<file path="config.mk">
export PLATFORM = sky130hd
export DESIGN_NAME = stepper_top
export DESIGN_NICKNAME = d
export VERILOG_FILES = /design/src/logic/stepper_pkg.sv /design/src/logic/command_decoder.sv /design/src/logic/dda_step_gen.sv /design/src/logic/hbridge_sequencer.sv /design/src/logic/move_queue.sv /design/src/logic/quad_encoder.sv /design/src/logic/spi_word.sv /design/src/logic/stepper_top.sv
export SDC_FILE = /design/constraint.sdc
export NUM_CORES = 2
export LEC_CHECK = 0
export ABC_AREA = 1
export BUFFER_PORTS_ARGS = -buffer_cell sky130_fd_sc_hd__buf_2
export CORE_MARGIN = 2
export CORE_UTILIZATION = 38
export CTS_CLUSTER_SIZE = 25
export DETAILED_ROUTE_END_ITERATION = 10
export GPL_ROUTABILITY_DRIVEN = 1
export PLACE_DENSITY = 0.52
export SLEW_MARGIN = 10
export SYNTH_ARGS = -nofsm -noshare
export SYNTH_HDL_FRONTEND = slang
export SYNTH_SLANG_ARGS = --single-unit
</file>
<file path="constraint.sdc">
create_clock -name CLK -period 25.3 [get_ports CLK]
set_clock_uncertainty 0.15 [all_clocks]
set_input_delay 1.265 -clock CLK [delete_from_list [all_inputs] [get_ports CLK]]
set_output_delay 1.265 -clock CLK [all_outputs]
set_load 0.02 [all_outputs]
</file>
<file path="src/logic/stepper_pkg.sv">
package stepper_pkg;

  // One SPI transfer, also the width of every move field
  typedef logic [63:0] word_t;

  // Signed position and DDA arithmetic
  typedef logic signed [63:0] count_t;

  // Command header, top byte of the first word
  typedef logic [7:0] header_t;

  // CLK cycles per DDA tick
  typedef logic [7:0] divisor_t;

  // Step resolution select
  typedef logic [2:0] step_mode_t;

  // Header codes
  localparam header_t CMD_COORDINATED_STEP = 8'd1;
  localparam header_t CMD_MOTOR_ENABLE = 8'd10;
  localparam header_t CMD_CLK_DIVISOR = 8'd20;
  localparam header_t CMD_STEP_MODE = 8'd30;
  localparam header_t CMD_API_VERSION = 8'd254;

  // Reported in the API reply, patch in the low byte
  localparam logic [7:0] VERSION_MAJOR = 8'd0;
  localparam logic [7:0] VERSION_MINOR = 8'd1;
  localparam logic [7:0] VERSION_PATCH = 8'd0;

  // Taken off the accumulator on each step
  // Just under the signed maximum, leaves headroom for one increment
  localparam count_t STEP_THRESHOLD = 64'h7fffffffffffff9b;

  // 400 kHz tick at a 16 MHz CLK
  localparam divisor_t DEFAULT_DIVISOR = 8'd40;

endpackage

</file>
<file path="src/logic/command_decoder.sv">
`timescale 1ns/1ps

module command_decoder #(
  parameter int MOVE_BUFFER_BITS = 2
) (
  input  logic                    CLK,
  input  logic                    reset,
  input  logic                    word_received,
  input  stepper_pkg::word_t      rx_word,
  input  stepper_pkg::count_t     position,
  output stepper_pkg::word_t      tx_word,
  output logic                    enable,
  output stepper_pkg::divisor_t   divisor,
  output stepper_pkg::step_mode_t step_mode,
  output logic                    push,
  output logic                    push_dir,
  output stepper_pkg::word_t      push_duration,
  output stepper_pkg::count_t     push_increment,
  output stepper_pkg::count_t     push_incinc,
  output logic                    led
);

  typedef enum logic [2:0] {
    header,
    move_duration,
    move_increment,
    move_incinc,
    reply_wait
  } state_t;

  state_t state;
  stepper_pkg::header_t code;

  assign code = rx_word[63:56];

  always_ff @(posedge CLK) begin
    if (reset) begin
      state <= header;
      enable <= 1'b0;
      divisor <= stepper_pkg::DEFAULT_DIVISOR;
      step_mode <= stepper_pkg::step_mode_t'(1);
      push <= 1'b0;
      led <= 1'b0;
      tx_word <= '0;
    end else begin
      push <= 1'b0;
      if (word_received) begin
        led <= !led;
        // Default reply is the encoder count
        tx_word <= position;
        case (state)
          header: begin
            case (code)
              stepper_pkg::CMD_COORDINATED_STEP: state <= move_duration;
              stepper_pkg::CMD_MOTOR_ENABLE: enable <= rx_word[0];
              stepper_pkg::CMD_CLK_DIVISOR: divisor <= rx_word[7:0];
              stepper_pkg::CMD_STEP_MODE: step_mode <= rx_word[2:0];
              stepper_pkg::CMD_API_VERSION: begin
                tx_word <= {40'd0, stepper_pkg::VERSION_MAJOR,
                            stepper_pkg::VERSION_MINOR, stepper_pkg::VERSION_PATCH};
                state <= reply_wait;
              end
              // Unknown headers fall through
              default: ;
            endcase
          end
          move_duration: state <= move_increment;
          move_increment: state <= move_incinc;
          // Record complete, hand it to the queue
          move_incinc: begin
            push <= 1'b1;
            state <= header;
          end
          // Dummy word carrying the version reply out
          default: state <= header;
        endcase
      end
    end
  end

  // Move fields assembled word by word
  always_ff @(posedge CLK) begin
    if (word_received) begin
      case (state)
        header: begin
          // Only bit 0 of the direction field is used
          if (code == stepper_pkg::CMD_COORDINATED_STEP) begin
            push_dir <= rx_word[0];
          end
        end
        move_duration: push_duration <= rx_word;
        move_increment: push_increment <= rx_word;
        move_incinc: push_incinc <= rx_word;
        default: ;
      endcase
    end
  end

endmodule

</file>
<file path="src/logic/dda_step_gen.sv">
`timescale 1ns/1ps

module dda_step_gen (
  input  logic                  CLK,
  input  logic                  reset,
  input  stepper_pkg::divisor_t divisor,
  input  logic                  empty,
  input  logic                  head_dir,
  input  stepper_pkg::word_t    head_duration,
  input  stepper_pkg::count_t   head_increment,
  input  stepper_pkg::count_t   head_incinc,
  output logic                  pop,
  output logic                  step,
  output logic                  dir,
  output logic                  moving
);

  typedef enum logic {idle, running} state_t;

  state_t state;
  stepper_pkg::divisor_t div_count;
  stepper_pkg::word_t ticks_left;
  stepper_pkg::count_t move_increment;
  stepper_pkg::count_t move_incinc;
  stepper_pkg::count_t increment;
  stepper_pkg::count_t accumulator;
  stepper_pkg::count_t next_increment;
  stepper_pkg::count_t sum;
  logic move_dir;
  logic first_tick;
  logic tick;
  logic last_tick;

  // One tick every divisor CLK cycles
  assign tick = (state == running) && (div_count == divisor - 8'd1);
  // Duration 0 behaves as a single tick
  assign last_tick = tick && (ticks_left <= 64'd1);

  // Load from idle, or chain straight off the last tick
  assign pop = !empty && ((state == idle) || last_tick);

  // Second order: increment grows by incinc each tick
  assign next_increment = first_tick ? move_increment : increment + move_incinc;
  assign sum = accumulator + next_increment;

  always_ff @(posedge CLK) begin
    if (reset) begin
      state <= idle;
      div_count <= '0;
      ticks_left <= '0;
      first_tick <= 1'b0;
      accumulator <= '0;
      step <= 1'b0;
      dir <= 1'b0;
      moving <= 1'b0;
    end else begin
      step <= 1'b0;
      if (tick) begin
        div_count <= '0;
        ticks_left <= ticks_left - 64'd1;
        first_tick <= 1'b0;
        // Overflow past zero means one step
        if (sum > 0) begin
          step <= 1'b1;
          accumulator <= sum - stepper_pkg::STEP_THRESHOLD;
        end else begin
          accumulator <= sum;
        end
        // Direction travels with its own step strobe
        dir <= move_dir;
      end else if (state == running) begin
        div_count <= div_count + 8'd1;
      end
      // Load wins over the tick bookkeeping above
      if (pop) begin
        state <= running;
        moving <= 1'b1;
        div_count <= '0;
        ticks_left <= head_duration;
        first_tick <= 1'b1;
      end else if (last_tick) begin
        state <= idle;
        moving <= 1'b0;
      end
    end
  end

  always_ff @(posedge CLK) begin
    if (pop) begin
      move_dir <= head_dir;
      move_increment <= head_increment;
      move_incinc <= head_incinc;
    end
    if (tick) begin
      increment <= next_increment;
    end
  end

endmodule

</file>
<file path="src/logic/hbridge_sequencer.sv">
`timescale 1ns/1ps

module hbridge_sequencer (
  input  logic                    CLK,
  input  logic                    reset,
  input  logic                    step,
  input  logic                    dir,
  input  logic                    enable,
  input  stepper_pkg::step_mode_t step_mode,
  output logic                    phase_a1,
  output logic                    phase_a2,
  output logic                    phase_b1,
  output logic                    phase_b2
);

  // Position in half steps, wraps every electrical cycle
  logic [2:0] index;
  logic [2:0] stride;
  logic [3:0] pattern;

  // Full step skips the in-between positions
  assign stride = (step_mode < 3'd2) ? 3'd2 : 3'd1;

  always_ff @(posedge CLK) begin
    if (reset) begin
      index <= '0;
    end else if (step) begin
      if (dir) begin
        index <= index + stride;
      end else begin
        index <= index - stride;
      end
    end
  end

  // Bit order a1 a2 b1 b2, a2 and b2 drive the reversed polarity
  always_comb begin
    case (index)
      3'd0: pattern = 4'b1000;
      3'd1: pattern = 4'b1010;
      3'd2: pattern = 4'b0010;
      3'd3: pattern = 4'b0110;
      3'd4: pattern = 4'b0100;
      3'd5: pattern = 4'b0101;
      3'd6: pattern = 4'b0001;
      default: pattern = 4'b1001;
    endcase
  end

  // Coils released when disabled, index kept
  assign {phase_a1, phase_a2, phase_b1, phase_b2} = enable ? pattern : 4'b0000;

endmodule

</file>
<file path="src/logic/move_queue.sv">
`timescale 1ns/1ps

module move_queue #(
  parameter int MOVE_BUFFER_BITS = 2
) (
  input  logic                CLK,
  input  logic                reset,
  input  logic                push,
  input  logic                push_dir,
  input  stepper_pkg::word_t  push_duration,
  input  stepper_pkg::count_t push_increment,
  input  stepper_pkg::count_t push_incinc,
  input  logic                pop,
  output logic                head_dir,
  output stepper_pkg::word_t  head_duration,
  output stepper_pkg::count_t head_increment,
  output stepper_pkg::count_t head_incinc,
  output logic                full,
  output logic                empty
);

  localparam int unsigned DEPTH = 2 ** MOVE_BUFFER_BITS;

  logic dir_mem [DEPTH];
  stepper_pkg::word_t duration_mem [DEPTH];
  stepper_pkg::count_t increment_mem [DEPTH];
  stepper_pkg::count_t incinc_mem [DEPTH];

  // Extra MSB tells a wrapped writer from an empty queue
  logic [MOVE_BUFFER_BITS:0] wr_ptr;
  logic [MOVE_BUFFER_BITS:0] rd_ptr;
  logic do_push;
  logic do_pop;

  assign empty = (wr_ptr == rd_ptr);
  assign full = (wr_ptr[MOVE_BUFFER_BITS] != rd_ptr[MOVE_BUFFER_BITS]) &&
                (wr_ptr[MOVE_BUFFER_BITS-1:0] == rd_ptr[MOVE_BUFFER_BITS-1:0]);

  // Push into a full queue is dropped
  assign do_push = push && !full;
  assign do_pop = pop && !empty;

  always_ff @(posedge CLK) begin
    if (reset) begin
      wr_ptr <= '0;
      rd_ptr <= '0;
    end else begin
      if (do_push) wr_ptr <= wr_ptr + 1'b1;
      if (do_pop) rd_ptr <= rd_ptr + 1'b1;
    end
  end

  always_ff @(posedge CLK) begin
    if (do_push) begin
      dir_mem[wr_ptr[MOVE_BUFFER_BITS-1:0]] <= push_dir;
      duration_mem[wr_ptr[MOVE_BUFFER_BITS-1:0]] <= push_duration;
      increment_mem[wr_ptr[MOVE_BUFFER_BITS-1:0]] <= push_increment;
      incinc_mem[wr_ptr[MOVE_BUFFER_BITS-1:0]] <= push_incinc;
    end
  end

  // Head record, valid while empty is low
  assign head_dir = dir_mem[rd_ptr[MOVE_BUFFER_BITS-1:0]];
  assign head_duration = duration_mem[rd_ptr[MOVE_BUFFER_BITS-1:0]];
  assign head_increment = increment_mem[rd_ptr[MOVE_BUFFER_BITS-1:0]];
  assign head_incinc = incinc_mem[rd_ptr[MOVE_BUFFER_BITS-1:0]];

endmodule

</file>
<file path="src/logic/quad_encoder.sv">
`timescale 1ns/1ps

module quad_encoder (
  input  logic                CLK,
  input  logic                reset,
  input  logic                enc_a,
  input  logic                enc_b,
  output stepper_pkg::count_t position
);

  logic [1:0] a_pipe;
  logic [1:0] b_pipe;
  // Last accepted A/B pair
  logic [1:0] ab_prev;
  logic [1:0] ab_now;

  assign ab_now = {a_pipe[1], b_pipe[1]};

  always_ff @(posedge CLK) begin
    if (reset) begin
      a_pipe <= '0;
      b_pipe <= '0;
      ab_prev <= '0;
      position <= '0;
    end else begin
      a_pipe <= {a_pipe[0], enc_a};
      b_pipe <= {b_pipe[0], enc_b};
      ab_prev <= ab_now;
      case ({ab_prev, ab_now})
        // A leads B: 00 10 11 01
        4'b0010, 4'b1011, 4'b1101, 4'b0100: position <= position + 64'sd1;
        // B leads A
        4'b0001, 4'b0111, 4'b1110, 4'b1000: position <= position - 64'sd1;
        // No change, or both bits flipped
        default: ;
      endcase
    end
  end

endmodule

</file>
<file path="src/logic/spi_word.sv">
`timescale 1ns/1ps

module spi_word (
  input  logic               CLK,
  input  logic               reset,
  input  logic               sck,
  input  logic               cs,
  input  logic               copi,
  output logic               cipo,
  input  stepper_pkg::word_t tx_word,
  output stepper_pkg::word_t rx_word,
  output logic               word_received
);

  // Two sync stages plus a history stage for edge detect
  logic [2:0] sck_pipe;
  logic [2:0] cs_pipe;
  logic [1:0] copi_pipe;
  logic sck_rise;
  logic sck_fall;
  logic cs_rise;
  logic cs_fall;
  logic selected;
  stepper_pkg::word_t rx_shift;
  stepper_pkg::word_t tx_shift;

  always_ff @(posedge CLK) begin
    if (reset) begin
      sck_pipe <= '0;
      // CS idles high
      cs_pipe <= '1;
      copi_pipe <= '0;
    end else begin
      sck_pipe <= {sck_pipe[1:0], sck};
      cs_pipe <= {cs_pipe[1:0], cs};
      copi_pipe <= {copi_pipe[0], copi};
    end
  end

  // Edges seen between stage 1 and stage 2
  assign sck_rise = sck_pipe[1] && !sck_pipe[2];
  assign sck_fall = !sck_pipe[1] && sck_pipe[2];
  assign cs_rise = cs_pipe[1] && !cs_pipe[2];
  assign cs_fall = !cs_pipe[1] && cs_pipe[2];
  assign selected = !cs_pipe[1];

  // Strobe lands 3 CLK after CS rises on the pin
  always_ff @(posedge CLK) begin
    if (reset) begin
      word_received <= 1'b0;
    end else begin
      word_received <= cs_rise;
    end
  end

  always_ff @(posedge CLK) begin
    // Mode 0, host samples on rising SCK
    if (selected && sck_rise) begin
      rx_shift <= {rx_shift[62:0], copi_pipe[1]};
    end
    // Reply word captured as the transfer opens
    if (cs_fall) begin
      tx_shift <= tx_word;
    end else if (selected && sck_fall) begin
      tx_shift <= {tx_shift[62:0], 1'b0};
    end
    if (cs_rise) begin
      rx_word <= rx_shift;
    end
  end

  // MSB first
  assign cipo = tx_shift[63];

endmodule

</file>
<file path="src/logic/stepper_top.sv">
`timescale 1ns/1ps

module stepper_top #(
  parameter int MOVE_BUFFER_BITS = 2
) (
  input  logic CLK,
  input  logic reset,
  input  logic sck,
  input  logic cs,
  input  logic copi,
  input  logic enc_a,
  input  logic enc_b,
  output logic cipo,
  output logic led,
  output logic moving,
  output logic phase_a1,
  output logic phase_a2,
  output logic phase_b1,
  output logic phase_b2
);

  // SPI word path
  stepper_pkg::word_t tx_word;
  stepper_pkg::word_t rx_word;
  logic word_received;

  // Settings and encoder count
  stepper_pkg::count_t position;
  logic enable;
  stepper_pkg::divisor_t divisor;
  stepper_pkg::step_mode_t step_mode;

  // Move records into and out of the queue
  logic push;
  logic push_dir;
  stepper_pkg::word_t push_duration;
  stepper_pkg::count_t push_increment;
  stepper_pkg::count_t push_incinc;
  logic pop;
  logic empty;
  logic head_dir;
  stepper_pkg::word_t head_duration;
  stepper_pkg::count_t head_increment;
  stepper_pkg::count_t head_incinc;

  // Step strobe to the bridge
  logic step;
  logic dir;

  spi_word spi_word_i (
    .CLK(CLK),
    .reset(reset),
    .sck(sck),
    .cs(cs),
    .copi(copi),
    .cipo(cipo),
    .tx_word(tx_word),
    .rx_word(rx_word),
    .word_received(word_received)
  );

  command_decoder #(
    .MOVE_BUFFER_BITS(MOVE_BUFFER_BITS)
  ) command_decoder_i (
    .CLK(CLK),
    .reset(reset),
    .word_received(word_received),
    .rx_word(rx_word),
    .position(position),
    .tx_word(tx_word),
    .enable(enable),
    .divisor(divisor),
    .step_mode(step_mode),
    .push(push),
    .push_dir(push_dir),
    .push_duration(push_duration),
    .push_increment(push_increment),
    .push_incinc(push_incinc),
    .led(led)
  );

  // Full only drops pushes inside the queue
  move_queue #(
    .MOVE_BUFFER_BITS(MOVE_BUFFER_BITS)
  ) move_queue_i (
    .CLK(CLK),
    .reset(reset),
    .push(push),
    .push_dir(push_dir),
    .push_duration(push_duration),
    .push_increment(push_increment),
    .push_incinc(push_incinc),
    .pop(pop),
    .head_dir(head_dir),
    .head_duration(head_duration),
    .head_increment(head_increment),
    .head_incinc(head_incinc),
    .full(),
    .empty(empty)
  );

  dda_step_gen dda_step_gen_i (
    .CLK(CLK),
    .reset(reset),
    .divisor(divisor),
    .empty(empty),
    .head_dir(head_dir),
    .head_duration(head_duration),
    .head_increment(head_increment),
    .head_incinc(head_incinc),
    .pop(pop),
    .step(step),
    .dir(dir),
    .moving(moving)
  );

  hbridge_sequencer hbridge_sequencer_i (
    .CLK(CLK),
    .reset(reset),
    .step(step),
    .dir(dir),
    .enable(enable),
    .step_mode(step_mode),
    .phase_a1(phase_a1),
    .phase_a2(phase_a2),
    .phase_b1(phase_b1),
    .phase_b2(phase_b2)
  );

  quad_encoder quad_encoder_i (
    .CLK(CLK),
    .reset(reset),
    .enc_a(enc_a),
    .enc_b(enc_b),
    .position(position)
  );

endmodule

</file>
==> impl_metrics.yaml <==
status:
  status: "completed"
power:
  power.ir.vdd_worst_v: 0.00006328
  total_leakage_power_nw: 32.43
  power_density_nw_per_um2: 109.4
floorplanning:
  start_util_pct: 38.33
  coreArea_um2: 200100
  die_x_um: 453.2
  boundaryPins: 14
  rows: 164
  die_y_um: 453.2
  die-area_um2: 205400
synth:
  synth.distinct_cells: 79
  ys_async_sr_fraction_pct: 0
  synth_top_cell_by_area: "edfxtp_1"
  yosysWarnings: 0
  synth_edf_count: 1350
  syn_area_um2: 76690
  synthCells: 7565
  ys_ff_latch: 1660
  synthesis.nets: 7776
  ys_top_cells_by_area: "edfxtp_1 53%, dfxtp_1 8.1%, nand2_1 5.4%"
  yosys.area.top_type_share_pct: 52.86
  syn_area_per_cell_um2: 10.14
  ys_seq_area_share_pct: 60.95
  synth_ff_type: "edfxtp_1"
critical_path:
  crit_slowest_cell: "a21oi_1"
  path_delay_family: "simple AND/OR/NAND/NOR gates"
  cp_num_buf_inv: 6
  arrival_ps: 8860
  path_class: "flop to flop"
  critPathMaxFanout: 20
  crit_path_end_kind: "flop"
  critical-path-max-stage-delay_ps: 580
  critPathRequiredTime_ps: 25840
  critPathLaunchType: "flop"
  crit_top_cell: "nand2_1"
sta:
  worstMarginPinSlew_ps: 1061
  slew-limit-headroom_pct: 28.63
  rsz0062_at_grt: "no"
  fmax_ghz: 0.1201
  fin_crit_ps: 8324
  setup_violations: 0
  tns_ps: 0
  fin_crit_sh_pct: 32.90
  slew_violations: 0
  final_hold_viol_count: 0
  whs_ps: 257.9
clocking:
  postCtsHoldBufs: 0
  cts_tree: "built"
  tritoncts.num_buffers: 179
  clock_latency_ps: 830
  postCtsResizedCells: 0
  post_cts_buffers: 0
  clock-sinks: 1660
  cts-root-buf: "clkbuf_16"
  cts_max_path_buffers: 3
  clkTransAtPathRegs_ps: 60
  h-tree-depth: 4
global_route:
  grt_overflow_total: 0
  track_usage_pct: 22.45
  grt_pass1_vias: 54170
  grt_max_degree: 114
  grt.busiest_layer: "met2"
  grt_pass1_wl_um: 347700
  grt_use_met3_pct: 2.723
  antenna_found_initial: 13
  use_met1_pct: 29.77
  grtUsageMet2_pct: 37.78
place:
  portBuffers: 13
  dp_cells: 10040
  dp_hpwl_um: 161500
  placed_area_um2: 79710
  globalplace.congestion: 1.014
min_path:
  hold_class: "flop to flop"
final_layout:
  area_growth_pct: 11.64
  nets: 7777
  final_util_pct: 42.79
  stdcell_area_um2: 85620
  drive_above_1_share_pct: 8.203
  fill_cells: 19270
  layout.cells.non_filler: 10380
drt:
  routed_via_density: 5.307
  drt_wl_total_um: 233200
  drt_iter0_drc: 4282
  wire_per_inst_um: 22.47
  dr.pass1.iters: 6
  dr_total_vias: 55060
  drc: 0
  ant_nets: 0
flow_run:
  drv_cap: 0
final timing paths:
check,start,end,slack (ps),cells past startpoint
worst max-delay path,dda_step_gen_i.increment[0],dda_step_gen_i.accumulator[17],16980,37
worst min-delay path,spi_word_i.copi_pipe[1],spi_word_i.rx_shift[0],260,0
worst max register to register,dda_step_gen_i.increment[0],dda_step_gen_i.accumulator[17],16980,37
worst min register to register,spi_word_i.copi_pipe[1],spi_word_i.rx_shift[0],260,0
power breakdown:
group | leakage, nW | total (W) | internal, W | switching (W)
clock network | 2.87 | 0.00263 | 0.00149 | 0.00114
registers | 14.7 | 0.00336 | 0.00320 | 0.000156
logic | 14.8 | 0.00338 | 0.000908 | 0.00247
flip-flops by register name, summed over array words and instances, names as in the netlist, 4 cells and up, named ones only:
name	count
move_queue_i.duration_mem	256
move_queue_i.incinc_mem	256
move_queue_i.increment_mem	256
command_decoder_i.push_duration	64
command_decoder_i.push_incinc	64
command_decoder_i.push_increment	64
command_decoder_i.tx_word	64
dda_step_gen_i.accumulator	64
dda_step_gen_i.increment	64
dda_step_gen_i.move_incinc	64
dda_step_gen_i.move_increment	64
dda_step_gen_i.ticks_left	64
quad_encoder_i.position	64
spi_word_i.rx_shift	64
spi_word_i.rx_word	64
spi_word_i.tx_shift	64
command_decoder_i.divisor	8
dda_step_gen_i.div_count	8
move_queue_i.dir_mem	4
metal layers:
layer  up-vias  wire [µm]
li1      26420          -
met1     26930     103000
met2      1346     112000
met3       363      10070
met4         4       8115
met5         -         27
synth_stat cells, types with 42 or more instances:
cell / number
a31oi_1: 62
edfxtp_1: 1350
xor2_1: 85
nand4_1: 72
inv_1: 810
ha_1: 200
nor2_1: 988
o221ai_1: 42
nor3_1: 83
nand3_1: 256
mux2_2: 63
clkbuf_1: 226
a21oi_1: 430
xnor2_1: 54
o22ai_1: 165
o211ai_1: 61
o21ai_0: 713
dfxtp_1: 310
nand2_1: 1099
o21bai_1: 47
cells by family (layout without fill, tap and decap cells):
logic type	Yosys count	in the layout	share of synthesized area [%]
AOI/OAI and AO/OA	1686	1686	12.57
xor gates and xnor gates	143	143	1.672
adders and majority gates	204	204	3.367
buffers and inverters	1101	1253	5.454
DFF	1660	1660	60.95
muxes	72	72	1.043
other	0	3	0
and+or+nand+nor	2699	2699	14.95
layout make-up:
| class | instances | area, µm² | area share (%) |
|---|---|---|---|
| multi-input cells | 4804 | 25870 | 30.22 |
| inverters | 844 | 3203 | 3.741 |
| clock buffers | 224 | 4698 | 5.488 |
| well taps | 2656 | 3323 | 3.881 |
| clock inverters | 108 | 1205 | 1.407 |
| flip-flops and latches | 1660 | 46760 | 54.62 |
| diodes | 3 | 7.507 | 0.008768 |
| repair buffers | 77 | 548.0 | 0.6401 |
placed cells by master, fill, tap and decap left out, types with 27 or more instances in the layout:
cell type / n
dfxtp_1: 305
o21ai_0: 713
o22ai_1: 165
or2_2: 37
clkbuf_16: 179
buf_4: 65
clkbuf_1: 40
nor3_1: 81
a21oi_1: 429
xor2_1: 85
clkinv_1: 27
o221ai_1: 42
nand4_1: 72
nand3_1: 255
edfxtp_1: 1350
nand2_2: 40
inv_2: 30
o211ai_1: 61
inv_1: 804
o21bai_1: 47
nor2_2: 31
a31oi_1: 62
clkinv_2: 32
nor2_1: 981
mux2_2: 63
xnor2_1: 54
nand2_1: 1096
ha_1: 200
stage by stage:
stage | setup slack, ps | power [W]
5_1_grt | 16510 | 0.009903
4_1_cts | 17030 | 0.009429
2_1_floorplan | 15390 | 0.005593
3_5_place_dp | 17120 | 0.006775
6_report | 16980 | 0.009370
3_3_place_gp | 16770 | 0.006783
Power figures use the tool's default switching activity.
